### src/logic/stbuf_defs.svh
/* Store buffer sizing */

`ifndef STBUF_DEFS_SVH
`define STBUF_DEFS_SVH

// Store buffer
`define STBUF_ENTRIES     4
`define STBUF_LINE_BYTES  8
`define STBUF_ADDR_W      16

// Derived line geometry
`define STBUF_OFFS_W      3
`define STBUF_DATA_W      (`STBUF_LINE_BYTES * 8)
`define STBUF_LINE_W      (`STBUF_ADDR_W - `STBUF_OFFS_W)

// L1D array
`define L1D_SETS          8
`define L1D_IDX_W         3

`endif

### src/logic/stbuf_pkg.sv
/* Store buffer types */

`default_nettype none
`include "stbuf_defs.svh"

package stbuf_pkg;

  // Entry FSM
  typedef enum logic [2:0] {
    IDLE,
    RD_L1D,       // Hit check read
    RESP_L1D,
    WR_L1D,       // Write on hit
    REFILL_REQ,
    WAIT_REFILL,
    MERGE_L1D,    // Write after refill
    WAIT_FINISH
  } stbuf_state_e;

  // Array operation
  typedef enum logic [1:0] {
    READ,
    WRITE,
    REFILL
  } l1d_op_e;

  typedef struct packed {
    logic                          valid;
    logic [`STBUF_LINE_W-1:0]      line;
    logic [`STBUF_DATA_W-1:0]      data;
    logic [`STBUF_LINE_BYTES-1:0]  strb;
  } stbuf_entry_t;

endpackage

`default_nettype wire

### src/logic/l1d_req_if.sv
/* L1D request channel */

`timescale 1ns/1ps
`default_nettype none
`include "stbuf_defs.svh"

interface l1d_req_if
  import stbuf_pkg::*;
();

  // Requester side
  logic                          req;
  l1d_op_e                       op;
  logic [`STBUF_LINE_W-1:0]      line;
  logic [`STBUF_DATA_W-1:0]      wdata;
  logic [`STBUF_LINE_BYTES-1:0]  strb;

  // Array side
  logic                          gnt;    // One cycle
  logic                          hit;    // Valid with done of a read
  logic [`STBUF_DATA_W-1:0]      rdata;
  logic                          done;

  modport requester (output req, op, line, wdata, strb,
                     input  gnt, hit, rdata, done);

  modport arbiter   (input  req, op, line, wdata, strb,
                     output gnt, hit, rdata, done);

endinterface

`default_nettype wire

### src/logic/stbuf_entry.sv
/* Store buffer entry */

`timescale 1ns/1ps
`default_nettype none
`include "stbuf_defs.svh"

module stbuf_entry
  import stbuf_pkg::*;
(
  input  logic                      i_clk,
  input  logic                      i_reset_n,

  input  logic                      i_load,     // Allocate with i_entry
  input  logic                      i_merge,    // Merge i_entry bytes
  input  stbuf_entry_t              i_entry,

  input  logic                      i_ld_valid,
  input  logic [`STBUF_LINE_W-1:0]  i_ld_line,
  output logic                      o_fwd_hit,

  output stbuf_entry_t              o_entry,
  output logic                      o_ready_to_merge,

  l1d_req_if.requester              l1d
);

  stbuf_entry_t r_entry;
  stbuf_entry_t w_entry_next;
  stbuf_state_e r_state;
  stbuf_state_e w_state_next;

  always_ff @(posedge i_clk or negedge i_reset_n) begin
    if (!i_reset_n) begin
      r_state       <= IDLE;
      r_entry.valid <= 1'b0;
    end else begin
      r_state <= w_state_next;
      r_entry <= w_entry_next;
    end
  end

  always_comb begin
    w_entry_next = r_entry;
    w_state_next = r_state;

    // Younger store bytes win
    if (r_entry.valid && i_merge) begin
      for (int b = 0; b < `STBUF_LINE_BYTES; b++) begin
        if (i_entry.strb[b]) begin
          w_entry_next.strb[b]        = 1'b1;
          w_entry_next.data[b*8 +: 8] = i_entry.data[b*8 +: 8];
        end
      end
    end

    case (r_state)
      IDLE: begin
        if (i_load) begin
          w_entry_next = i_entry;
          w_state_next = RD_L1D;
        end
      end
      RD_L1D:      if (l1d.gnt)  w_state_next = RESP_L1D;
      RESP_L1D:    if (l1d.done) w_state_next = l1d.hit ? WR_L1D : REFILL_REQ;
      REFILL_REQ:  if (l1d.gnt)  w_state_next = WAIT_REFILL;
      WAIT_REFILL: if (l1d.done) w_state_next = MERGE_L1D;
      WR_L1D,
      MERGE_L1D:   if (l1d.gnt)  w_state_next = WAIT_FINISH;
      WAIT_FINISH: begin
        // Write-through reached memory
        if (l1d.done) begin
          w_state_next       = IDLE;
          w_entry_next.valid = 1'b0;
        end
      end
      default:     w_state_next = IDLE;
    endcase
  end

  // ------------------------------------------------------------------------
  // Array request
  // ------------------------------------------------------------------------
  assign l1d.req = r_entry.valid &
                   ((r_state == RD_L1D) | (r_state == WR_L1D) |
                    (r_state == REFILL_REQ) | (r_state == MERGE_L1D));

  always_comb begin
    case (r_state)
      RD_L1D:     l1d.op = READ;
      REFILL_REQ: l1d.op = REFILL;
      default:    l1d.op = WRITE;
    endcase
  end

  assign l1d.line  = r_entry.line;
  assign l1d.wdata = r_entry.data;
  assign l1d.strb  = r_entry.strb;

  // Write data is frozen from WR_L1D or MERGE_L1D on
  assign o_ready_to_merge = r_entry.valid &
                            ((r_state == RD_L1D) | (r_state == RESP_L1D) |
                             (r_state == REFILL_REQ) | (r_state == WAIT_REFILL));

  assign o_fwd_hit = r_entry.valid & i_ld_valid & (r_entry.line == i_ld_line);
  assign o_entry   = r_entry;

endmodule

`default_nettype wire

### src/flat_wrapper.sv
// flat-port wrapper written by rule: the top's interface ports become plain ports
module stbuf_entry_flat import stbuf_pkg::*;
  (i_clk, i_reset_n, i_load, i_merge, i_entry, i_ld_valid, i_ld_line, o_fwd_hit, o_entry, o_ready_to_merge, l1d_req, l1d_op, l1d_line, l1d_wdata, l1d_strb, l1d_gnt, l1d_hit, l1d_rdata, l1d_done);
  l1d_req_if l1d_i ();
  input  logic i_clk;
  input  logic i_reset_n;
  input  logic i_load;
  input  logic i_merge;
  input  stbuf_entry_t i_entry;
  input  logic i_ld_valid;
  input  logic [`STBUF_LINE_W-1:0] i_ld_line;
  output logic o_fwd_hit;
  output stbuf_entry_t o_entry;
  output logic o_ready_to_merge;
  output wire logic [$bits(l1d_i.req)-1:0] l1d_req;
  output wire logic [$bits(l1d_i.op)-1:0] l1d_op;
  output wire logic [$bits(l1d_i.line)-1:0] l1d_line;
  output wire logic [$bits(l1d_i.wdata)-1:0] l1d_wdata;
  output wire logic [$bits(l1d_i.strb)-1:0] l1d_strb;
  input wire logic [$bits(l1d_i.gnt)-1:0] l1d_gnt;
  input wire logic [$bits(l1d_i.hit)-1:0] l1d_hit;
  input wire logic [$bits(l1d_i.rdata)-1:0] l1d_rdata;
  input wire logic [$bits(l1d_i.done)-1:0] l1d_done;
  assign l1d_req = l1d_i.req;
  assign l1d_op = l1d_i.op;
  assign l1d_line = l1d_i.line;
  assign l1d_wdata = l1d_i.wdata;
  assign l1d_strb = l1d_i.strb;
  assign l1d_i.gnt = l1d_gnt;
  assign l1d_i.hit = l1d_hit;
  assign l1d_i.rdata = l1d_rdata;
  assign l1d_i.done = l1d_done;
  stbuf_entry u_core (.i_clk(i_clk), .i_reset_n(i_reset_n), .i_load(i_load), .i_merge(i_merge), .i_entry(i_entry), .i_ld_valid(i_ld_valid), .i_ld_line(i_ld_line), .o_fwd_hit(o_fwd_hit), .o_entry(o_entry), .o_ready_to_merge(o_ready_to_merge), .l1d(l1d_i));
endmodule
### config.mk
export PLATFORM = sky130hd
export DESIGN_NAME = stbuf_entry_flat
export DESIGN_NICKNAME = d
export VERILOG_FILES = /design/src/logic/stbuf_pkg.sv /design/src/logic/l1d_req_if.sv /design/src/logic/stbuf_entry.sv /design/src/flat_wrapper.sv
export VERILOG_INCLUDE_DIRS = /design/src /design/src/logic
export SDC_FILE = /design/constraint.sdc
export NUM_CORES = 1
export LEC_CHECK = 0
export BUFFER_PORTS_ARGS = -buffer_cell sky130_fd_sc_hd__buf_2
export CAP_MARGIN = 15
export CORE_AREA = 2 2 133 135
export DETAILED_ROUTE_END_ITERATION = 6
export DIE_AREA = 0 0 135 137
export GPL_TIMING_DRIVEN = 0
export HOLD_SLACK_MARGIN = 0.1
export PLACE_DENSITY = 0.61
export RECOVER_POWER = 50
export SLEW_MARGIN = 40
export SYNTH_ARGS = -nofsm -noshare
export SYNTH_HDL_FRONTEND = slang
export SYNTH_SLANG_ARGS = --single-unit
export TNS_END_PERCENT = 30
### constraint.sdc
create_clock -name i_clk -period 4.2 [get_ports i_clk]
set_clock_uncertainty 0.15 [all_clocks]
set_input_delay 0.84 -clock i_clk [delete_from_list [all_inputs] [get_ports i_clk]]
set_output_delay 0.84 -clock i_clk [all_outputs]
set_load 0.02 [all_outputs]
==> results of run 1 <==
-- Yosys cell counts, drive strengths merged (3+ instances only) --
| cell | count |
|---|---|
| and2 | 3 |
| a21o | 9 |
| buf | 98 |
| o21ai | 6 |
| nand2 | 4 |
| nand4 | 3 |
| dfrtp | 4 |
| nor2 | 3 |
| mux2 | 64 |
| xnor2 | 13 |
| edfxtp | 85 |
| a22o | 8 |
-- registers in the layout, indices dropped and copies added, names as in the netlist --
name              flops
u_core.r_state        3
u_core.l1d.line      13
u_core.l1d.wdata     64
u_core.o_entry        1
u_core.l1d.strb       8
-- kinds of logic after synthesis --
logic type | after synthesis | synth area share (%)
buffers and inverters | 102 | 16.5
flip-flops | 89 | 57.5
multiplexers | 65 | 15.8
AO/OA/AOI/OAI | 28 | 4.39
AND/OR/NAND/NOR | 24 | 3.15
XOR/XNOR | 14 | 2.66
-- per-layer routing --
metal  vias up  routed length [um]  GRT usage, %
li1       1675                   -             -
met1      1641                4880          14.7
met2       186                6100          22.1
met3        11                 998          3.33
met4         0                 203          5.73
met5         -                   0             0
-- cell usage in the layout (no fill, tap or decap) --
cell       count
and3_1         1
a21o_1         9
or2_2          1
a221oi_1       1
buf_4         94
xnor2_1       13
clkbuf_16      9
buf_6          3
nand4_1        3
or3_1          1
or2_1          1
and2_1         3
clkinv_2       2
o22ai_1        2
bufinv_16      2
inv_1          2
or4b_4         1
nand3_1        2
nor3_1         1
xor2_1         1
nand2_1        4
nor4_1         2
buf_2        198
a22o_1         8
mux2_1        64
edfxtp_1      85
clkbuf_1      89
o21ai_0        6
a2bb2oi_1      1
nor4b_2        1
dfrtp_1        4
mux2i_1        1
nor2_1         3
a21oi_1        1
-- stage by stage --
stage	utilization (%)	power [mW]	hold slack, ps	cell area [sq um]	worst slack, ps
finish	38.1	3.55	271	6500	1220
global route	38.1	3.75	261	6500	1040
CTS	38.9	3.63	250	6630	1420
detailed placement	37.1	2.77	419	6330	1420
global placement	37.0	2.74	419	6310	830
floorplan	-	2.30	394	4610	1410
-- final timing paths --
kind,from,to,slack (ps)
max,i_reset_n,u_core.l1d.wdata[23],1220
min,i_reset_n,u_core.r_state[0],270
max reg2reg,u_core.r_state[2],u_core.l1d.strb[4],2040
min reg2reg,u_core.l1d.wdata[52],u_core.l1d.wdata[52],440
max in group asynchronous,i_reset_n,u_core.r_state[1],3360
min in group i_clk,u_core.l1d.wdata[52],u_core.l1d.wdata[52],440
-- area by class of cell --
class                   instances  share of cell area [%]
clock buffers                  10                    3.52
clock inverters                 4                    1.08
inverters                       2                   0.115
multi-input cells             131                    18.5
flip-flops and latches         89                    40.8
plain buffers                 100                    11.4
repair buffers                283                    20.2
well taps                     225                    4.33
-- report_power, final --
part	internal [mW]	switching (mW)	total [mW]
clock	0.513	0.322	0.835
combinational	0.602	0.780	1.38
sequential	1.20	0.128	1.33
==> qor.yml, run 1 <==
pwr:
  p_leak_nw: 2.86
  ir_drop_v: 0.000289
  power_density_mw_per_mm2: 545
setup_path:
  arrival_ps: 2750
  slowest_delay_ps: 1570
  worstPathCellList: "buf_6, clkbuf_1"
  critPathCaptureType: "register"
  cp_num_buf_inv: 2
  path_class: "input pin to register"
  crit_cells: 2
  critPathMaxFanout: 39
  cp-start-kind: "input pin"
  reg2reg_depth: 4
  cpLargestDelayFamily: "buffers and inverters"
  cp_slowest_cell: "clkbuf_1"
  critPathRequiredTime_ps: 3970
clock_tree:
  cts_resized: 0
  path_clk_slew_ps: 60
  numCtsBuffers: 9
  htreeDepth: 3
  ctsHoldBuffers: 0
  cts_root_buf: "clkbuf_16"
  tritoncts: "yes"
  cts_buffer_depth: 2
  clk_latency_ps: 340
  cts_setup_buffers: 0
  cts_sinks: 89
global_routing:
  grt_pass1_wl_um: 17800
  grt.total_usage_pct: 12.7
  grt_overflow: 0
  antenna_found_initial: 0
  first_global_vias: 3390
  grt_max_degree: 40
sta:
  rsz0062_at_grt: "no"
  hold_violations: 0
  period_share_pct: 71.0
  tns_ps: 0
  max_slew_margin_pct: -43.6
  setup_viol: 0
  max_freq_ghz: 0.335
  slew_viol_final: 40
  min_period_ps: 2980
  worst_slew_pin_slew_ps: 2150
synthesis:
  yosysTopAreaCell: "edfxtp_1"
  yosys-top-cells-area: "edfxtp_1 55%, mux2_1 16%, buf_4 15%"
  async_reset_ff_share_pct: 4.49
  synthCells: 322
  synth_seq_area_share_pct: 57.5
  synth_area_sq_mm: 0.00461
  synth-seq-cells: 89
  synth_fp_nets: 493
  yosys.cell_types.count: 31
  synth_area_per_cell_sq_um: 14.3
  synth_ff_type: "edfxtp_1"
  yosysWarnings: 0
  synth_top_area_share_pct: 55.3
  synth_edf_count: 85
detailed_routing:
  num_vias: 3513
  antenna_left: 0
  drt_iter0_drc: 65
  firstDrtPassIters: 4
  drc: 0
  routed_via_density: 4.16
  routed_wl_um: 12200
  wl_per_cell_um: 14.4
finish:
  n_fill_cell: 1710
  nNetsFinal: 787
  syn_to_final_growth_pct: 41.0
  seq_area_sq_mm: 0.00265
  layout-drive-gt1-share_pct: 50.2
  multi_input_area_sq_mm: 0.00120
  antenna_cells: 0
  fin_cells: 844
place:
  globalplace.congestion: 0.694
  dp_cells: 830
  port_buffers: 282
  dp_hpwl_um: 9250
run_status:
  violations: "capacitance limit, slew limit"
  status: "finished, violations left"
floorplan:
  die_area_sq_mm: 0.0185
  num_rows: 48
  die_y_um: 137
  core_area_sq_mm: 0.0171
  initial_core_util_pct: 27.0
  ios: 347
  dieWidth_um: 135
run:
  drv_cap: 1
min_path:
  hp-class: "input pin to async pin"
No activity file was read; power rests on OpenSTA's default activity.
==> run 2, diff against run 1 <==
Settings changed: CORE_AREA 2 2 133 135 to 2 2 134 136, DIE_AREA 0 0 135 137 to 0 0 136 138, PLACE_DENSITY 0.61 to 0.6.
Clock period 4.2 ns to 2.85 ns, I/O delays scaled along.
==> qor.yml, run 2 (synthesized netlist as in run 1, its figures left out) <==
floorplan:
  die_area_sq_mm: 0.0188  # +1.5%
  ios: 347  # unchanged
  die_y_um: 138  # +0.73%
  num_rows: 49  # +2.1%
  dieWidth_um: 136  # +0.74%
  core_area_sq_mm: 0.0175  # +2.8%
  initial_core_util_pct: 26.3  # -0.74 points
clock_tree:
  cts_setup_buffers: 0  # unchanged
  path_clk_slew_ps: 70  # about the same
  cts_root_buf: "clkbuf_16"
  tritoncts: "yes"
  cts_buffer_depth: 2  # unchanged
  numCtsBuffers: 9  # unchanged
  htreeDepth: 3  # unchanged
  cts_resized: 0  # unchanged
  cts_sinks: 89  # unchanged
  clk_latency_ps: 330  # about the same
finish:
  layout-drive-gt1-share_pct: 43.3  # -6.9 points
  final_cell_mix: "154 x buf_2, 132 x clkbuf_1, 94 x buf_4"
  multi_input_area_sq_mm: 0.00120  # unchanged
  n_fill_cell: 1814  # +6.1%
  nNetsFinal: 788  # +0.13%
  seq_area_sq_mm: 0.00265  # unchanged
  mostFrequentLayoutCell: "buf_2"
  antenna_cells: 0  # unchanged
  syn_to_final_growth_pct: 41.9
  largest_reg_flops: 64  # unchanged
detailed_routing:
  drt_iter0_drc: 104  # +60%
  antenna_left: 0  # unchanged
  routed_via_density: 4.07  # -2.3%
  wl_per_cell_um: 13.6  # -5.7%
  num_vias: 3458  # -1.6%
  drc: 0  # unchanged
  firstDrtPassIters: 4  # unchanged
  routed_wl_um: 11600  # -5.0%
sta:
  layout_setup_ws_ps: 493  # -723 ps
  max_freq_ghz: 0.424
  tns_ps: 0  # unchanged
  hold_violations: 0  # unchanged
  period_share_pct: 82.7
  rsz0062_at_grt: "no"
  worst_slew_pin_slew_ps: 644  # -1510 ps
  max_slew_margin_pct: 57.1  # +100 points
  setup_viol: 0  # unchanged
  slew_viol_final: 0  # -100%
  min_period_ps: 2360
place:
  dp_hpwl_um: 8780  # -5.1%
  globalplace.congestion: 0.776  # +12%
  port_buffers: 282  # unchanged
  dp_slack_ps: 556  # -869 ps
pwr:
  power_density_mw_per_mm2: 822  # +51%
  ir_drop_v: 0.000322  # +11%
  p_leak_nw: 2.78  # -2.8%
run:
  drv_cap: 0  # -1
setup_path:
  critPathCaptureType: "output pin"
  path_class: "register to output pin"
  arrival_ps: 1640  # -1110 ps
  rrSetupSlack_ps: 730  # -1310 ps
  cp-start-kind: "register"
  critPathRequiredTime_ps: 2130  # -1840 ps
  critPathMaxFanout: 10  # -74%
min_path:
  hp-class: "input pin to register"
global_routing:
  first_global_vias: 3221  # -5.0%
  grt_pass1_wl_um: 17100  # -4.0%
  antenna_found_initial: 0  # unchanged
  grt_overflow: 0  # unchanged
  grt_max_degree: 45  # +13%
  grt.total_usage_pct: 11.9  # -0.78 points
run_status:
  status: "completed"
run 2: cell types whose count changed in the layout (fill, tap and decap cells not counted):
| cell | delta |
|---|---|
| buf_2 | -44 |
| clkbuf_1 | +43 |
| buf_16 | +1 |
| dlygate4sd3_1 | +1 |
| bufinv_16 | +2 |
| clkinv_4 | +1 |
| clkinv_2 | -2 |
run 2: power by group:
group | switching (mW) | internal (mW) | total, mW
logic | 1.13 | 0.860 | 1.99
registers | 0.189 | 1.77 | 1.96
clock network | 0.492 | 0.943 | 1.44
run 2: area by class of cell:
class                           instances  area share [%]
Tap cell                              229            4.38
Inverter                                2           0.115
Clock buffer                           10            3.50
Sequential cell                        89            40.5
Multi-Input combinational cell        131            18.4
Clock inverter                          5            1.97
Timing Repair Buffer                  284            19.8
Buffer                                100            11.4
run 2: metal layers:
layer / wire length [um] / vias to the layer above / part of all wire, % / global-route usage, %
met5: 0 / - / 0 / 0
met3: 1030 / 5 / 8.9 / 3.92
met4: 102 / 0 / 0.88 / 3.45
met2: 5850 / 156 / 51 / 21.1
li1: - / 1675 / - / -
met1: 4600 / 1622 / 40 / 13.5
run 2: worst paths after layout:
path | endpoint | startpoint | depth (start not counted)
worst min register to register | u_core.l1d.wdata[9] | u_core.l1d.wdata[9] | 1
min in group asynchronous | u_core.o_entry[85] | i_reset_n | 2
worst max register to register | u_core.l1d.line[3] | u_core.r_state[1] | 4
max in group asynchronous | u_core.r_state[1] | i_reset_n | 2
worst max-delay path | l1d_req | u_core.r_state[0] | 4
worst min-delay path | u_core.l1d.line[4] | i_entry[76] | 1
run 2: timing repair:
item,4_1_cts,5_1_grt
hold buffers,1,0
setup endpoints to repair,0,0
hold endpoints to repair,4,0
run 2: worst max-delay path: stages (launching register included):
cell      delay, ps
dfrtp_1         450
clkbuf_1        350
xor2_1          210
and2_1          140
buf_2           160
run 2: stage by stage:
| stage | hold slack, ps | instances | power, mW | instance area (sq um) | utilization [%] |
|---|---|---|---|---|---|
| after floorplan | 124 | 322 | 3.39 | 4610 | - |
| after global placement | 415 | 833 | 4.04 | 6310 | 36.0 |
| after detailed placement | 350 | 834 | 4.07 | 6340 | 36.2 |
| after CTS | 233 | 850 | 5.54 | 6710 | 38.3 |
| after global routing | 234 | 850 | 5.67 | 6550 | 37.3 |
| final | 255 | 850 | 5.38 | 6550 | 37.3 |
