===== src/logic/stbuf_defs.svh =====
/* Store buffer sizing */

`ifndef STBUF_DEFS_SVH
`define STBUF_DEFS_SVH

// Store buffer
`define STBUF_ENTRIES     4
`define STBUF_LINE_BYTES  8
`define STBUF_ADDR_W      16

// Derived line geometry
`define STBUF_OFFS_W      3
`define STBUF_DATA_W      (`STBUF_LINE_BYTES * 8)
`define STBUF_LINE_W      (`STBUF_ADDR_W - `STBUF_OFFS_W)

// L1D array
`define L1D_SETS          8
`define L1D_IDX_W         3

`endif


===== src/logic/stbuf_pkg.sv =====
/* Store buffer types */

`default_nettype none
`include "stbuf_defs.svh"

package stbuf_pkg;

  // Entry FSM
  typedef enum logic [2:0] {
    IDLE,
    RD_L1D,       // Hit check read
    RESP_L1D,
    WR_L1D,       // Write on hit
    REFILL_REQ,
    WAIT_REFILL,
    MERGE_L1D,    // Write after refill
    WAIT_FINISH
  } stbuf_state_e;

  // Array operation
  typedef enum logic [1:0] {
    READ,
    WRITE,
    REFILL
  } l1d_op_e;

  typedef struct packed {
    logic                          valid;
    logic [`STBUF_LINE_W-1:0]      line;
    logic [`STBUF_DATA_W-1:0]      data;
    logic [`STBUF_LINE_BYTES-1:0]  strb;
  } stbuf_entry_t;

endpackage

`default_nettype wire


===== src/logic/l1d_req_if.sv =====
/* L1D request channel */

`timescale 1ns/1ps
`default_nettype none
`include "stbuf_defs.svh"

interface l1d_req_if
  import stbuf_pkg::*;
();

  // Requester side
  logic                          req;
  l1d_op_e                       op;
  logic [`STBUF_LINE_W-1:0]      line;
  logic [`STBUF_DATA_W-1:0]      wdata;
  logic [`STBUF_LINE_BYTES-1:0]  strb;

  // Array side
  logic                          gnt;    // One cycle
  logic                          hit;    // Valid with done of a read
  logic [`STBUF_DATA_W-1:0]      rdata;
  logic                          done;

  modport requester (output req, op, line, wdata, strb,
                     input  gnt, hit, rdata, done);

  modport arbiter   (input  req, op, line, wdata, strb,
                     output gnt, hit, rdata, done);

endinterface

`default_nettype wire


===== src/logic/l1d_array.sv =====
/* Direct-mapped L1D with APB master */

`timescale 1ns/1ps
`default_nettype none
`include "stbuf_defs.svh"

module l1d_array
  import stbuf_pkg::*;
(
  input  logic                          i_clk,
  input  logic                          i_reset_n,

  l1d_req_if.arbiter                    req,

  output logic                          o_psel,
  output logic                          o_penable,
  output logic                          o_pwrite,
  output logic [`STBUF_ADDR_W-1:0]      o_paddr,
  output logic [`STBUF_DATA_W-1:0]      o_pwdata,
  output logic [`STBUF_LINE_BYTES-1:0]  o_pstrb,
  input  logic                          i_pready,
  input  logic [`STBUF_DATA_W-1:0]      i_prdata
);

  localparam int SETS  = `L1D_SETS;
  localparam int IDX_W = `L1D_IDX_W;
  localparam int TAG_W = `STBUF_LINE_W - IDX_W;

  typedef enum logic [1:0] {
    ARR_IDLE,
    ARR_RD_RESP,
    ARR_SETUP,    // APB setup phase
    ARR_ACCESS
  } arr_state_e;

  arr_state_e                    r_state;
  l1d_op_e                       r_op;
  logic [`STBUF_LINE_W-1:0]      r_line;
  logic [`STBUF_DATA_W-1:0]      r_wdata;
  logic [`STBUF_LINE_BYTES-1:0]  r_strb;
  logic                          r_hit;
  logic [`STBUF_DATA_W-1:0]      r_rdata;

  logic [SETS-1:0]               r_valid;
  logic [TAG_W-1:0]              r_tag  [SETS];
  logic [`STBUF_DATA_W-1:0]      r_data [SETS];

  logic [IDX_W-1:0]  w_idx;
  logic [TAG_W-1:0]  w_tag;
  logic              w_hit;
  logic              w_wr_hit;
  logic              w_fill;

  assign w_idx    = req.line[IDX_W-1:0];
  assign w_tag    = req.line[`STBUF_LINE_W-1:IDX_W];
  assign w_hit    = r_valid[w_idx] & (r_tag[w_idx] == w_tag);
  assign w_wr_hit = req.gnt & (req.op == WRITE) & w_hit;
  assign w_fill   = (r_state == ARR_ACCESS) & i_pready & (r_op == REFILL);

  assign req.gnt   = req.req & (r_state == ARR_IDLE);
  assign req.done  = (r_state == ARR_RD_RESP) | ((r_state == ARR_ACCESS) & i_pready);
  assign req.hit   = r_hit;
  assign req.rdata = r_rdata;

  always_ff @(posedge i_clk or negedge i_reset_n) begin
    if (!i_reset_n) begin
      r_state <= ARR_IDLE;
      r_op    <= READ;
      r_valid <= '0;
    end else begin
      case (r_state)
        ARR_IDLE: begin
          if (req.gnt) begin
            r_op    <= req.op;
            r_state <= (req.op == READ) ? ARR_RD_RESP : ARR_SETUP;
          end
        end
        ARR_RD_RESP: r_state <= ARR_IDLE;
        ARR_SETUP:   r_state <= ARR_ACCESS;
        ARR_ACCESS:  if (i_pready) r_state <= ARR_IDLE;   // Wait states
        default:     r_state <= ARR_IDLE;
      endcase
      if (w_fill) begin
        r_valid[r_line[IDX_W-1:0]] <= 1'b1;
      end
    end
  end

  // Request capture and line storage
  always_ff @(posedge i_clk) begin
    if (req.gnt) begin
      r_line  <= req.line;
      r_wdata <= req.wdata;
      r_strb  <= req.strb;
      r_hit   <= (req.op == READ) & w_hit;
      r_rdata <= r_data[w_idx];
    end
    if (w_wr_hit) begin
      for (int b = 0; b < `STBUF_LINE_BYTES; b++) begin
        if (req.strb[b]) begin
          r_data[w_idx][b*8 +: 8] <= req.wdata[b*8 +: 8];
        end
      end
    end
    if (w_fill) begin
      r_data[r_line[IDX_W-1:0]] <= i_prdata;
      r_tag[r_line[IDX_W-1:0]]  <= r_line[`STBUF_LINE_W-1:IDX_W];
    end
  end

  // ------------------------------------------------------------------------
  // APB master
  // ------------------------------------------------------------------------
  assign o_psel    = (r_state == ARR_SETUP) | (r_state == ARR_ACCESS);
  assign o_penable = (r_state == ARR_ACCESS);
  assign o_pwrite  = (r_op == WRITE);
  assign o_paddr   = {r_line, {`STBUF_OFFS_W{1'b0}}};
  assign o_pwdata  = r_wdata;
  assign o_pstrb   = (r_op == WRITE) ? r_strb : '0;   // Reads carry no strobes

endmodule

`default_nettype wire


===== src/flat_wrapper.sv =====
// flat-port wrapper written by rule: the top's interface ports become plain ports
module l1d_array_flat import stbuf_pkg::*;
  (i_clk, i_reset_n, o_psel, o_penable, o_pwrite, o_paddr, o_pwdata, o_pstrb, i_pready, i_prdata, req_req, req_op, req_line, req_wdata, req_strb, req_gnt, req_hit, req_rdata, req_done);
  l1d_req_if req_i ();
  input  logic i_clk;
  input  logic i_reset_n;
  output logic o_psel;
  output logic o_penable;
  output logic o_pwrite;
  output logic [`STBUF_ADDR_W-1:0] o_paddr;
  output logic [`STBUF_DATA_W-1:0] o_pwdata;
  output logic [`STBUF_LINE_BYTES-1:0] o_pstrb;
  input  logic i_pready;
  input  logic [`STBUF_DATA_W-1:0] i_prdata;
  input wire logic [$bits(req_i.req)-1:0] req_req;
  input wire logic [$bits(req_i.op)-1:0] req_op;
  input wire logic [$bits(req_i.line)-1:0] req_line;
  input wire logic [$bits(req_i.wdata)-1:0] req_wdata;
  input wire logic [$bits(req_i.strb)-1:0] req_strb;
  output wire logic [$bits(req_i.gnt)-1:0] req_gnt;
  output wire logic [$bits(req_i.hit)-1:0] req_hit;
  output wire logic [$bits(req_i.rdata)-1:0] req_rdata;
  output wire logic [$bits(req_i.done)-1:0] req_done;
  assign req_i.req = req_req;
  assign req_i.op = req_op;
  assign req_i.line = req_line;
  assign req_i.wdata = req_wdata;
  assign req_i.strb = req_strb;
  assign req_gnt = req_i.gnt;
  assign req_hit = req_i.hit;
  assign req_rdata = req_i.rdata;
  assign req_done = req_i.done;
  l1d_array u_core (.i_clk(i_clk), .i_reset_n(i_reset_n), .req(req_i), .o_psel(o_psel), .o_penable(o_penable), .o_pwrite(o_pwrite), .o_paddr(o_paddr), .o_pwdata(o_pwdata), .o_pstrb(o_pstrb), .i_pready(i_pready), .i_prdata(i_prdata));
endmodule

===== config.mk =====
export PLATFORM = sky130hd
export DESIGN_NAME = l1d_array_flat
export DESIGN_NICKNAME = d
export VERILOG_FILES = /design/src/logic/stbuf_pkg.sv /design/src/logic/l1d_req_if.sv /design/src/logic/l1d_array.sv /design/src/flat_wrapper.sv
export VERILOG_INCLUDE_DIRS = /design/src /design/src/logic
export SDC_FILE = /design/constraint.sdc
export NUM_CORES = 1
export LEC_CHECK = 0
export BUFFER_PORTS_ARGS = -buffer_cell sky130_fd_sc_hd__buf_2
export CORE_ASPECT_RATIO = 2
export CORE_MARGIN = 10
export CORE_UTILIZATION = 40
export DETAILED_ROUTE_END_ITERATION = 12
export PLACE_DENSITY_LB_ADDON = 0.2
export SKIP_LAST_GASP = 1
export SLEW_MARGIN = 20
export SYNTH_ARGS = -nofsm -noshare
export SYNTH_HDL_FRONTEND = slang
export SYNTH_SLANG_ARGS = --single-unit

===== constraint.sdc =====
create_clock -name i_clk -period 11.55 [get_ports i_clk]
set_input_delay 2.31 -clock i_clk [delete_from_list [all_inputs] [get_ports i_clk]]
set_output_delay 2.31 -clock i_clk [all_outputs]
set_load 0.01 [all_outputs]

==> reports/metrics.csv, run 1 <==
stage;metric;value;unit
power_and_ir_drop;power_frac_seq;53.4;%
clocking;clk_latency;0.61;ns
setup_path;slowest_delay;0.88;ns
cells_and_area;final_nets;1896;
clocking;cts_buffer_depth;3;
grt;antenna_found_initial;3;
route;routedWlPerCell;26.3;um
power_and_ir_drop;swShare;24.0;%
route;final_antenna_net_count;0;
synthesis;yosys_most_used_dff;edfxtp_1;
setup_path;critPathTopFamily;simple AND/OR/NAND/NOR gates;
clocking;clk_root_buffer_cell;clkbuf_16;
sta;finalSetupViolations;0;
grt;grt_pass1_wl;104000;um
route;detail_route.iter0.violations;777;
sta;worst_pin_slew;1.09;ns
setup_path;cp_max_fo;61;
route;viasPerCell;5.21;
synthesis;ys_seq_area_share;78.6;%
setup_path;crit_chain;buf_4 -> buf_4 -> mux2i_1 -> mux4_2 -> xor2_1 -> o211ai_1 -> nor3_2 -> nand4_1 -> a21oi_1;
die;die_h;399;um
synthesis;syn-instance-count;1415;
sta;max_slew_margin;27.6;%
placed_design;io_buffers;309;
power_and_ir_drop;clock_power_share;36.2;%
clocking;cts_tree;yes;
placed_design;dp_hpwl;49300;um
synthesis;synth_edf_count;742;
hold_path;hold_path.class;flop to flop;
die;placeableCoreArea;71500;sq um
sta;final.period_utilization;58.5;%
power_and_ir_drop;leakage;11.4;nW
sta;fmax;0.148;GHz
run;drv_cap;0;
setup_path;cpMostUsedCell;buf_4;
synthesis;ys.warnings.count;0;
sta;period_minus_slack;6.76;ns
route;num_vias;14113;
synthesis;ys_top_cells_by_count;edfxtp_1 (742), nand2_1 (210), mux4_2 (145);
route;drc;0;
sta;rsz0062_at_grt;false;
sta;drv_slew;0;
die;ios;313;
clocking;ctsHoldBuffers;0;
synthesis;synth.distinct_cells;41;
route;detail_route.wirelength;71300;um
setup_path;worst_setup_path_end_kind;flop;
synthesis;synth_most_common_cell;edfxtp_1;
clocking;cts_max_level;3;
synthesis;async_reset_ff_share;1.59;%
route;first_pass_iters;5;
synthesis;yosys-top-cells-area;edfxtp_1 (78%), mux4_2 (11%), mux2_2 (2.7%);
die;initial_core_util;40.2;%
die;rows;139;
grt;grt.overflow.total;0;
synthesis;synth_top_area_cell;edfxtp_1;
setup_path;cp-start-kind;input port;
setup_path;required;11.78;ns
power_and_ir_drop;comb_power_share;10.4;%
clocking;post_cts_buffers;0;
die;die_area;83600;sq um
sta;setup_tns;0;ns
setup_path;worst-path-buf-inv;2;
setup_path;critPathKind;input port to flop;
grt;grt_use_total;16.9;%
grt;grt_max_degree;153;
placed_design;gp_congestion;0.799;
cells_and_area;drive_gt1_share;36.6;%
setup_path;arrival;7.00;ns
clocking;cts_resized;0;
clocking;cts.sinks;754;
synthesis;synth_seq_cells;754;
sta;finalHoldViolCount;0;
die;die_w;210;um
cells_and_area;syn2layout_area_growth;16.5;%
synthesis;synth_top_area_share;77.5;%
synthesis;avgSynthCellArea;20.3;sq um
grt;grt_pass1_vias;15439;
sta;skew;0.0188;ns
power_and_ir_drop;ir_drop;252;uV
synthesis;syn_area;28700;sq um
setup_path;cp_slowest_cell;a21oi_1;
clocking;cts_buffers;68;
power_and_ir_drop;p_per_area;184;nW/um^2
clocking;path_clk_slew;0.07;ns
power_and_ir_drop;power.switching;1.48;mW
power_and_ir_drop;intPower;4.69;mW
run_status;status;complete, no violations;
power_and_ir_drop;power;6.17;mW
## layout by cell type (no fill, tap or decap), drive strengths merged, types with 2 or more instances in the layout
| master | instances |
|---|---|
| xor2 | 6 |
| nor3 | 5 |
| clkinvlp | 4 |
| o31ai | 2 |
| or3 | 3 |
| nand2b | 4 |
| a22o | 2 |
| clkbuf | 83 |
| nand3b | 2 |
| nand2 | 210 |
| clkinv | 26 |
| a21oi | 58 |
| mux2 | 70 |
| inv | 5 |
| dfrtp | 12 |
| mux4 | 145 |
| nor2b | 5 |
| nand4 | 7 |
| conb | 3 |
| mux2i | 14 |
| o21ai | 3 |
| nor2 | 16 |
| o22ai | 2 |
| edfxtp | 742 |
| xnor2 | 2 |
| buf | 325 |
| bufinv | 4 |
| nand3 | 3 |
| and2 | 9 |
| or2 | 8 |
## metrics by stage
step	instance area, sq um	std cells	hold WS (ns)	util (%)	setup WS (ns)
after global placement	31300	2587	0.446	43.8	4.17
after global routing	33500	2707	0.478	46.9	4.52
after detailed placement	31300	2587	0.449	43.8	4.08
after floorplan	28800	1417	0.434	-	0.392
after CTS	33500	2706	0.465	46.8	4.75
final	33500	2707	0.466	46.9	4.79
## area by class of cell
| type | count | area (sq um) |
|---|---|---|
| multi-input cells | 589 | 5870 |
| well taps | 916 | 1150 |
| repair buffers | 325 | 1700 |
| fillers | 6011 | 38000 |
| diodes | 1 | 2.50 |
| flip-flops and latches | 754 | 22600 |
| clock inverters | 36 | 317 |
| clock buffers | 83 | 1860 |
| inverters | 3 | 11.3 |
## routing by layer
layer	part of all wire (%)	track usage (%)
met1	37	19.1
met2	54	30.3
met3	6.7	4.09
met4	2.6	5.81
met5	0.027	0.701
## cell families (layout without fill, tap and decap cells)
kind of cell	Yosys count	in the layout	share of synthesized area (%)
flip-flops	754	754	78.6
AND/OR/NAND/NOR	277	277	4.12
multiplexers	229	229	14.6
buffers and inverters	74	447	1.11
AO/OA/AOI/OAI	72	72	1.36
XOR/XNOR	8	8	0.244
other	1	4	0.0130
## worst reg2reg max path, delay by kind of cell, from the launching register on
family / cells / cell delay, ns
AO/OA/AOI/OAI: 1 / 0.98
AND/OR/NAND/NOR: 3 / 1.25
buffers and inverters: 1 / 0.94
flip-flops: 1 / 0.47
multiplexers: 1 / 0.48
## power by group through the flow
stage | sequential [mW] | clock, mW | combinational (mW)
floorplan | 3.40 | 0 | 0.305
global placement | 3.35 | 0 | 0.658
detailed placement | 3.35 | 0 | 0.666
CTS | 3.29 | 2.29 | 0.668
global route | 3.31 | 2.39 | 0.703
finish | 3.29 | 2.23 | 0.642
## state kept, by name, summed over array words and instances (netlist names)
signal,count
u_core.r_op,2
u_core.r_data,512
u_core.r_valid,8
u_core.r_tag,80
u_core.o_pwdata,64
u_core.r_strb,8
u_core.req.rdata,64
u_core.r_state,2
u_core.req.hit,1
u_core.r_line,13
## worst paths after layout
kind                              startpoint                    to  slack [ns]  cells after the start
hold reg to reg            u_core.r_valid[6]     u_core.r_valid[6]        0.47                      1
min in group asynchronous          i_reset_n     u_core.r_state[1]        1.59                      1
setup / recovery                 req_line[2]  u_core.r_data[5][23]        4.79                      9
hold / removal             u_core.r_valid[6]     u_core.r_valid[6]        0.47                      1
max in group asynchronous          i_reset_n     u_core.r_valid[3]        9.71                      1
setup reg to reg           u_core.r_state[1]  u_core.r_data[3][38]        7.05                      6
Power figures use the tool's default switching activity.
==> inputs of run 2 (changes only) <==
==> constraint.sdc (replaced) <==
create_clock -name i_clk -period 6.2 [get_ports i_clk]
set_input_delay 1.24 -clock i_clk [delete_from_list [all_inputs] [get_ports i_clk]]
set_output_delay 1.24 -clock i_clk [all_outputs]
set_load 0.01 [all_outputs]
==> reports/metrics.csv, run 2 (synthesized netlist as in run 1, its figures left out) <==
stage;metric;value;unit
route;detail_route.iter0.violations;820;
setup_path;reg2reg_slack;2.95;ns
power_and_ir_drop;p_per_area;343;nW/um^2
setup_path;worstSetupStartpoint;req_line[2];
clocking;path_clk_slew;0.07;ns
clocking;cts_buffer_depth;3;
setup_path;reg2regPathDepth;8;
placed_design;place_area;31800;sq um
setup_path;cpMostUsedCell;buf_4;
die;ios;313;
die;rows;139;
sta;final.period_utilization;68.4;%
sta;skew;0.0170;ns
die;die_h;399;um
sta;fmax;0.236;GHz
setup_path;crit_chain;buf_4 -> buf_4 -> mux4_2 -> a21oi_1 -> xnor2_1 -> nor3_2 -> buf_4 -> nand4_1 -> a21oi_1 -> buf_4;
setup_path;critPathTopFamily;buffers and inverters;
power_and_ir_drop;power;11.7;mW
cells_and_area;layout_common_cells;edfxtp_1 (742), buf_2 (306), nand2_1 (210);
clocking;ctsHoldBuffers;0;
run_status;status;complete, no violations;
cells_and_area;drive_gt1_share;39.0;%
sta;worst_pin_slew;0.983;ns
setup_path;arrival;4.57;ns
setup_path;cp-start-kind;input port;
die;die_w;210;um
cells_and_area;largest-register;u_core.r_data;
clocking;clk_latency;0.62;ns
run;drv_cap;0;
route;routedWlPerCell;25.0;um
setup_path;worst_setup_path_end_kind;flop;
sta;rsz0062_at_grt;false;
sta;period_minus_slack;4.24;ns
route;viasPerCell;5.15;
sta;drv_slew;0;
grt;grt_max_degree;94;
cells_and_area;layout_commonest_cell;edfxtp_1;
cells_and_area;final_core_util;47.8;%
grt;antenna_found_initial;2;
die;placeableCoreArea;71500;sq um
cells_and_area;syn2layout_area_growth;18.8;%
setup_path;worst-path-buf-inv;4;
clocking;post_cts_buffers;0;
cells_and_area;final_nets;1964;
clocking;clk_root_buffer_cell;clkbuf_16;
grt;grt_pass1_wl;103000;um
grt;grt_pass1_vias;15600;
setup_path;required;6.53;ns
setup_path;critPathKind;input port to flop;
setup_path;cp_max_fo;56;
clocking;cts_buffers;67;
die;die_area;83600;sq um
power_and_ir_drop;ir_drop;227;uV
sta;finalHoldViolCount;0;
route;final_antenna_net_count;0;
sta;setup_tns;0;ns
die;initial_core_util;40.2;%
grt;grt_use_total;16.5;%
clocking;cts_tree;yes;
clocking;cts_max_level;3;
clocking;cts.sinks;754;
placed_design;dp_hpwl;47800;um
route;num_vias;14315;
route;first_pass_iters;5;
placed_design;gp_congestion;0.779;
hold_path;hold_path.class;flop to flop;
setup_path;cp_num_cells;10;
power_and_ir_drop;leakage;11.8;nW
placed_design;io_buffers;309;
route;detail_route.wirelength;69300;um
setup_path;slowest_delay;0.67;ns
setup_path;cp_slowest_cell;buf_4;
sta;finalSetupViolations;0;
cells_and_area;largest_reg_flops;512;
setup_path;timing.rr.end;u_core.r_data[6][19];
sta;worst_hold_slack;0.469;ns
cells_and_area;stdcell_area;34100;sq um
route;drc;0;
setup_path;rr_startpoint;u_core.r_state[1];
sta;max_slew_margin;34.3;%
clocking;cts_resized;0;
grt;grt.overflow.total;0;
setup_path;cp-endpoint;u_core.r_data[6][19];
-- run 2: cell types whose count changed in the layout (fill, tap and decap cells not counted), sizes merged --
cell / previous run / this run
clkbuf: 83 / 86
inv: 5 / 3
bufinv: 4 / 9
buf: 325 / 394
clkinvlp: 4 / 7
clkinv: 26 / 18
diode: 1 / 2
-- run 2: final cells by class --
type | instances | area (sq um)
Fill cell | 5977 | 37300
Antenna cell | 2 | 5.00
Multi-Input combinational cell | 589 | 5870
Clock inverter | 34 | 410
Inverter | 3 | 11.3
Sequential cell | 754 | 22600
Clock buffer | 86 | 1910
Tap cell | 916 | 1150
Timing Repair Buffer | 394 | 2210
-- run 2: metal layers --
| layer | global-route usage [%] | share of wire, % | wire (um) | up-vias |
|---|---|---|---|---|
| met2 | 29.5 | 53 | 36900 | 482 |
| met1 | 19.0 | 38 | 26400 | 7310 |
| met3 | 3.98 | 6.5 | 4490 | 84 |
| met5 | 0 | 0 | 0 | - |
| met4 | 5.49 | 2.2 | 1560 | 0 |
| li1 | - | - | - | 6439 |
-- run 2: metrics by stage --
| stage | cells | setup WS [ns] |
|---|---|---|
| finish | 2778 | 1.96 |
| global route | 2776 | 1.71 |
| CTS | 2776 | 1.94 |
| detailed placement | 2656 | 1.29 |
| global placement | 2656 | 1.34 |
| floorplan | 1417 | 1.32 |
-- run 2: power breakdown --
| part | total [mW] | leakage (nW) | internal, mW | switching (mW) |
|---|---|---|---|---|
| registers | 6.12 | 6.86 | 6.03 | 0.0978 |
| logic | 1.20 | 3.81 | 0.389 | 0.807 |
| clock network | 4.38 | 1.11 | 2.56 | 1.82 |
| total | 11.7 | 11.8 | 8.97 | 2.73 |
-- run 2: how the worst min path moves through the flow --
| stage | to | depth (start not counted) | from | slack (ns) |
|---|---|---|---|---|
| after floorplan | u_core.r_valid[2] | 1 | u_core.r_valid[2] | 0.43 |
| after global placement | u_core.r_valid[2] | 1 | u_core.r_valid[2] | 0.45 |
| after detailed placement | u_core.r_valid[3] | 1 | u_core.r_valid[3] | 0.45 |
| after CTS | u_core.r_valid[3] | 1 | u_core.r_valid[3] | 0.47 |
| after global routing | u_core.r_valid[3] | 1 | u_core.r_valid[3] | 0.48 |
| final | u_core.r_valid[7] | 1 | u_core.r_valid[7] | 0.47 |
==> inputs of run 3 (changes only) <==
--- a/config.mk
+++ b/config.mk
@@ -6,6 +6,7 @@
 export SDC_FILE = /design/constraint.sdc
 export NUM_CORES = 1
 export LEC_CHECK = 0
+export ABC_AREA = 1
 export BUFFER_PORTS_ARGS = -buffer_cell sky130_fd_sc_hd__buf_2
 export CORE_ASPECT_RATIO = 2
 export CORE_MARGIN = 10
==> constraint.sdc (replaced) <==
create_clock -name i_clk -period 4.4 [get_ports i_clk]
set_input_delay 0.88 -clock i_clk [delete_from_list [all_inputs] [get_ports i_clk]]
set_output_delay 0.88 -clock i_clk [all_outputs]
set_load 0.01 [all_outputs]
==> reports/metrics.csv, run 3 <==
stage;metric;value;unit
setup_path;cp-start-kind;input port;
clocking;cts_tree;yes;
route;detail_route.wirelength;81300;um
die;ios;313;
synthesis;synth_most_common_cell;edfxtp_1;
cells_and_area;layout_commonest_cell;edfxtp_1;
power_and_ir_drop;power_frac_seq;53.3;%
setup_path;reg2regPathDepth;8;
synthesis;synth_seq_cells;754;
cells_and_area;layout_common_cells;edfxtp_1 (742), nor2_1 (494), nand2_1 (348);
die;initial_core_util;40.3;%
grt;grt_max_degree;123;
synthesis;ys.warnings.count;0;
grt;use_met2;34.0;%
power_and_ir_drop;swShare;25.0;%
placed_design;gp_congestion;0.841;
hold_path;hold_path.class;input port to async pin;
clocking;cts.sinks;754;
sta;max_slew_margin;33.8;%
route;first_pass_iters;6;
power_and_ir_drop;leakage;12.8;nW
setup_path;critPathKind;input port to flop;
synthesis;syn-instance-count;2376;
sta;finalHoldViolCount;0;
route;viasPerCell;5.24;
clocking;cts_buffer_depth;3;
die;die_area;86500;sq um
route;routedWlPerCell;22.0;um
clocking;path_clk_slew;0.06;ns
placed_design;dp_hpwl;55700;um
die;rows;141;
power_and_ir_drop;p_per_area;465;nW/um^2
synthesis;synth_top_area_share;74.7;%
route;drc;0;
synthesis;ys_seq_area_share;75.7;%
cells_and_area;drive_gt1_share;19.1;%
setup_path;cp_slowest_cell;buf_4;
route;final_antenna_net_count;0;
sta;setup_tns;0;ns
setup_path;cpMostUsedCell;buf_4;
power_and_ir_drop;power.switching;4.05;mW
cells_and_area;final_nets;2868;
grt;grt.overflow.total;0;
route;detail_route.iter0.violations;1570;
sta;worst_hold_slack;0.164;ns
clocking;cts_max_level;3;
sta;finalSetupViolations;0;
die;placeableCoreArea;73900;sq um
sta;worst_pin_slew;0.993;ns
synthesis;async_reset_ff_share;1.59;%
sta;fmax;0.298;GHz
setup_path;cp_num_cells;7;
synthesis;avgSynthCellArea;12.5;sq um
synthesis;synth_edf_count;742;
cells_and_area;largest_reg_flops;512;
die;die_h;406;um
clocking;cts_resized;0;
run_status;status;complete, no violations;
placed_design;post-place-ws;0.302;ns
synthesis;yosys-top-cells-area;edfxtp_1 (75%), nor2_1 (6.2%), o21ai_0 (4.4%);
setup_path;arrival;3.69;ns
grt;grt_pass1_wl;121000;um
grt;grt_use_total;18.6;%
synthesis;yosys_most_used_dff;edfxtp_1;
cells_and_area;syn2layout_area_growth;16.8;%
power_and_ir_drop;intPower;12.1;mW
sta;period_minus_slack;3.36;ns
cells_and_area;largest-register;u_core.r_data;
sta;drv_slew;0;
power_and_ir_drop;comb_power_share;10.9;%
synthesis;synth_top_area_cell;edfxtp_1;
clocking;cts_buffers;70;
sta;skew;0.0310;ns
run;drv_cap;0;
setup_path;worst_setup_path_end_kind;flop;
placed_design;dp.cells;3570;
sta;final.period_utilization;76.3;%
die;die_w;213;um
setup_path;crit_chain;clkbuf_8 -> buf_4 -> o21ai_0 -> inv_1 -> nand2_1 -> a21oi_1 -> buf_4;
clocking;ctsHoldBuffers;0;
setup_path;slowest_delay;0.72;ns
setup_path;required;4.73;ns
grt;antenna_found_initial;1;
sta;setup_ws;1.04;ns
synthesis;synth.distinct_cells;28;
power_and_ir_drop;clock_power_share;35.8;%
setup_path;worst-path-buf-inv;4;
grt;top_usage_layer;met2;
route;num_vias;19328;
setup_path;cp_max_fo;87;
setup_path;critPathTopFamily;buffers and inverters;
placed_design;io_buffers;309;
grt;grt_pass1_vias;20059;
clocking;clk_root_buffer_cell;clkbuf_16;
clocking;post_cts_buffers;0;
power_and_ir_drop;ir_drop;450;uV
grt;grt_use_met1;21.4;%
synthesis;syn_area;29800;sq um
synthesis;ys_top_cells_by_count;edfxtp_1 (742), nor2_1 (494), nand2_1 (348);
cells_and_area;final_cell_count_no_fill;3690;
grt;met3_usage;3.51;%
sta;rsz0062_at_grt;false;
clocking;clk_latency;0.64;ns
run 3: kinds of logic after synthesis:
logic type | after synthesis | share of synthesized area (%)
simple gates | 930 | 12.7
buf+inv | 231 | 3.24
compound gates | 460 | 8.26
other cells | 1 | 0.0126
flops | 754 | 75.7
run 3: per-layer routing:
| metal | routed length, um | vias to the layer above |
|---|---|---|
| met3 | 5240 | 101 |
| met4 | 1750 | 0 |
| met2 | 43400 | 654 |
| met1 | 30900 | 9491 |
| li1 | - | 9082 |
| met5 | 0 | - |
run 3: worst paths after layout:
path                                   start              endpoint  slack [ns]
max                              req_line[0]  u_core.r_data[3][35]        1.04
max reg2reg                u_core.r_state[1]  u_core.r_data[2][16]        1.07
min reg2reg                u_core.r_valid[4]     u_core.r_valid[4]        0.47
min in group i_clk             req_wdata[52]   u_core.o_pwdata[52]        0.43
min                                i_reset_n     u_core.r_valid[0]        0.16
max in group asynchronous          i_reset_n     u_core.r_valid[7]        3.98
run 3: final cells by class:
class,instances,area (sq um)
inverter,91,357
fill,6632,39100
sequential,754,22600
multi-input combinational,1393,6290
clock inverter,31,273
timing repair buffer,403,2280
clock buffer,88,1870
tap,929,1160
antenna,1,2.50
run 3: power by group through the flow:
stage / Clock (mW) / Sequential, mW / Combinational, mW
after CTS: 5.97 / 8.64 / 1.82
after floorplan: 0 / 8.86 / 0.811
final: 5.80 / 8.63 / 1.77
after global routing: 6.23 / 8.67 / 1.95
after global placement: 0 / 8.78 / 1.78
after detailed placement: 0 / 8.78 / 1.81
run 3: stage by stage:
| stage | area [sq um] | power (mW) | util, % |
|---|---|---|---|
| CTS | 34800 | 16.4 | 47.1 |
| global placement | 32700 | 10.6 | 44.2 |
| finish | 34800 | 16.2 | 47.1 |
| floorplan | 29800 | 9.67 | - |
| detailed placement | 32700 | 10.6 | 44.2 |
| global route | 34800 | 16.8 | 47.1 |
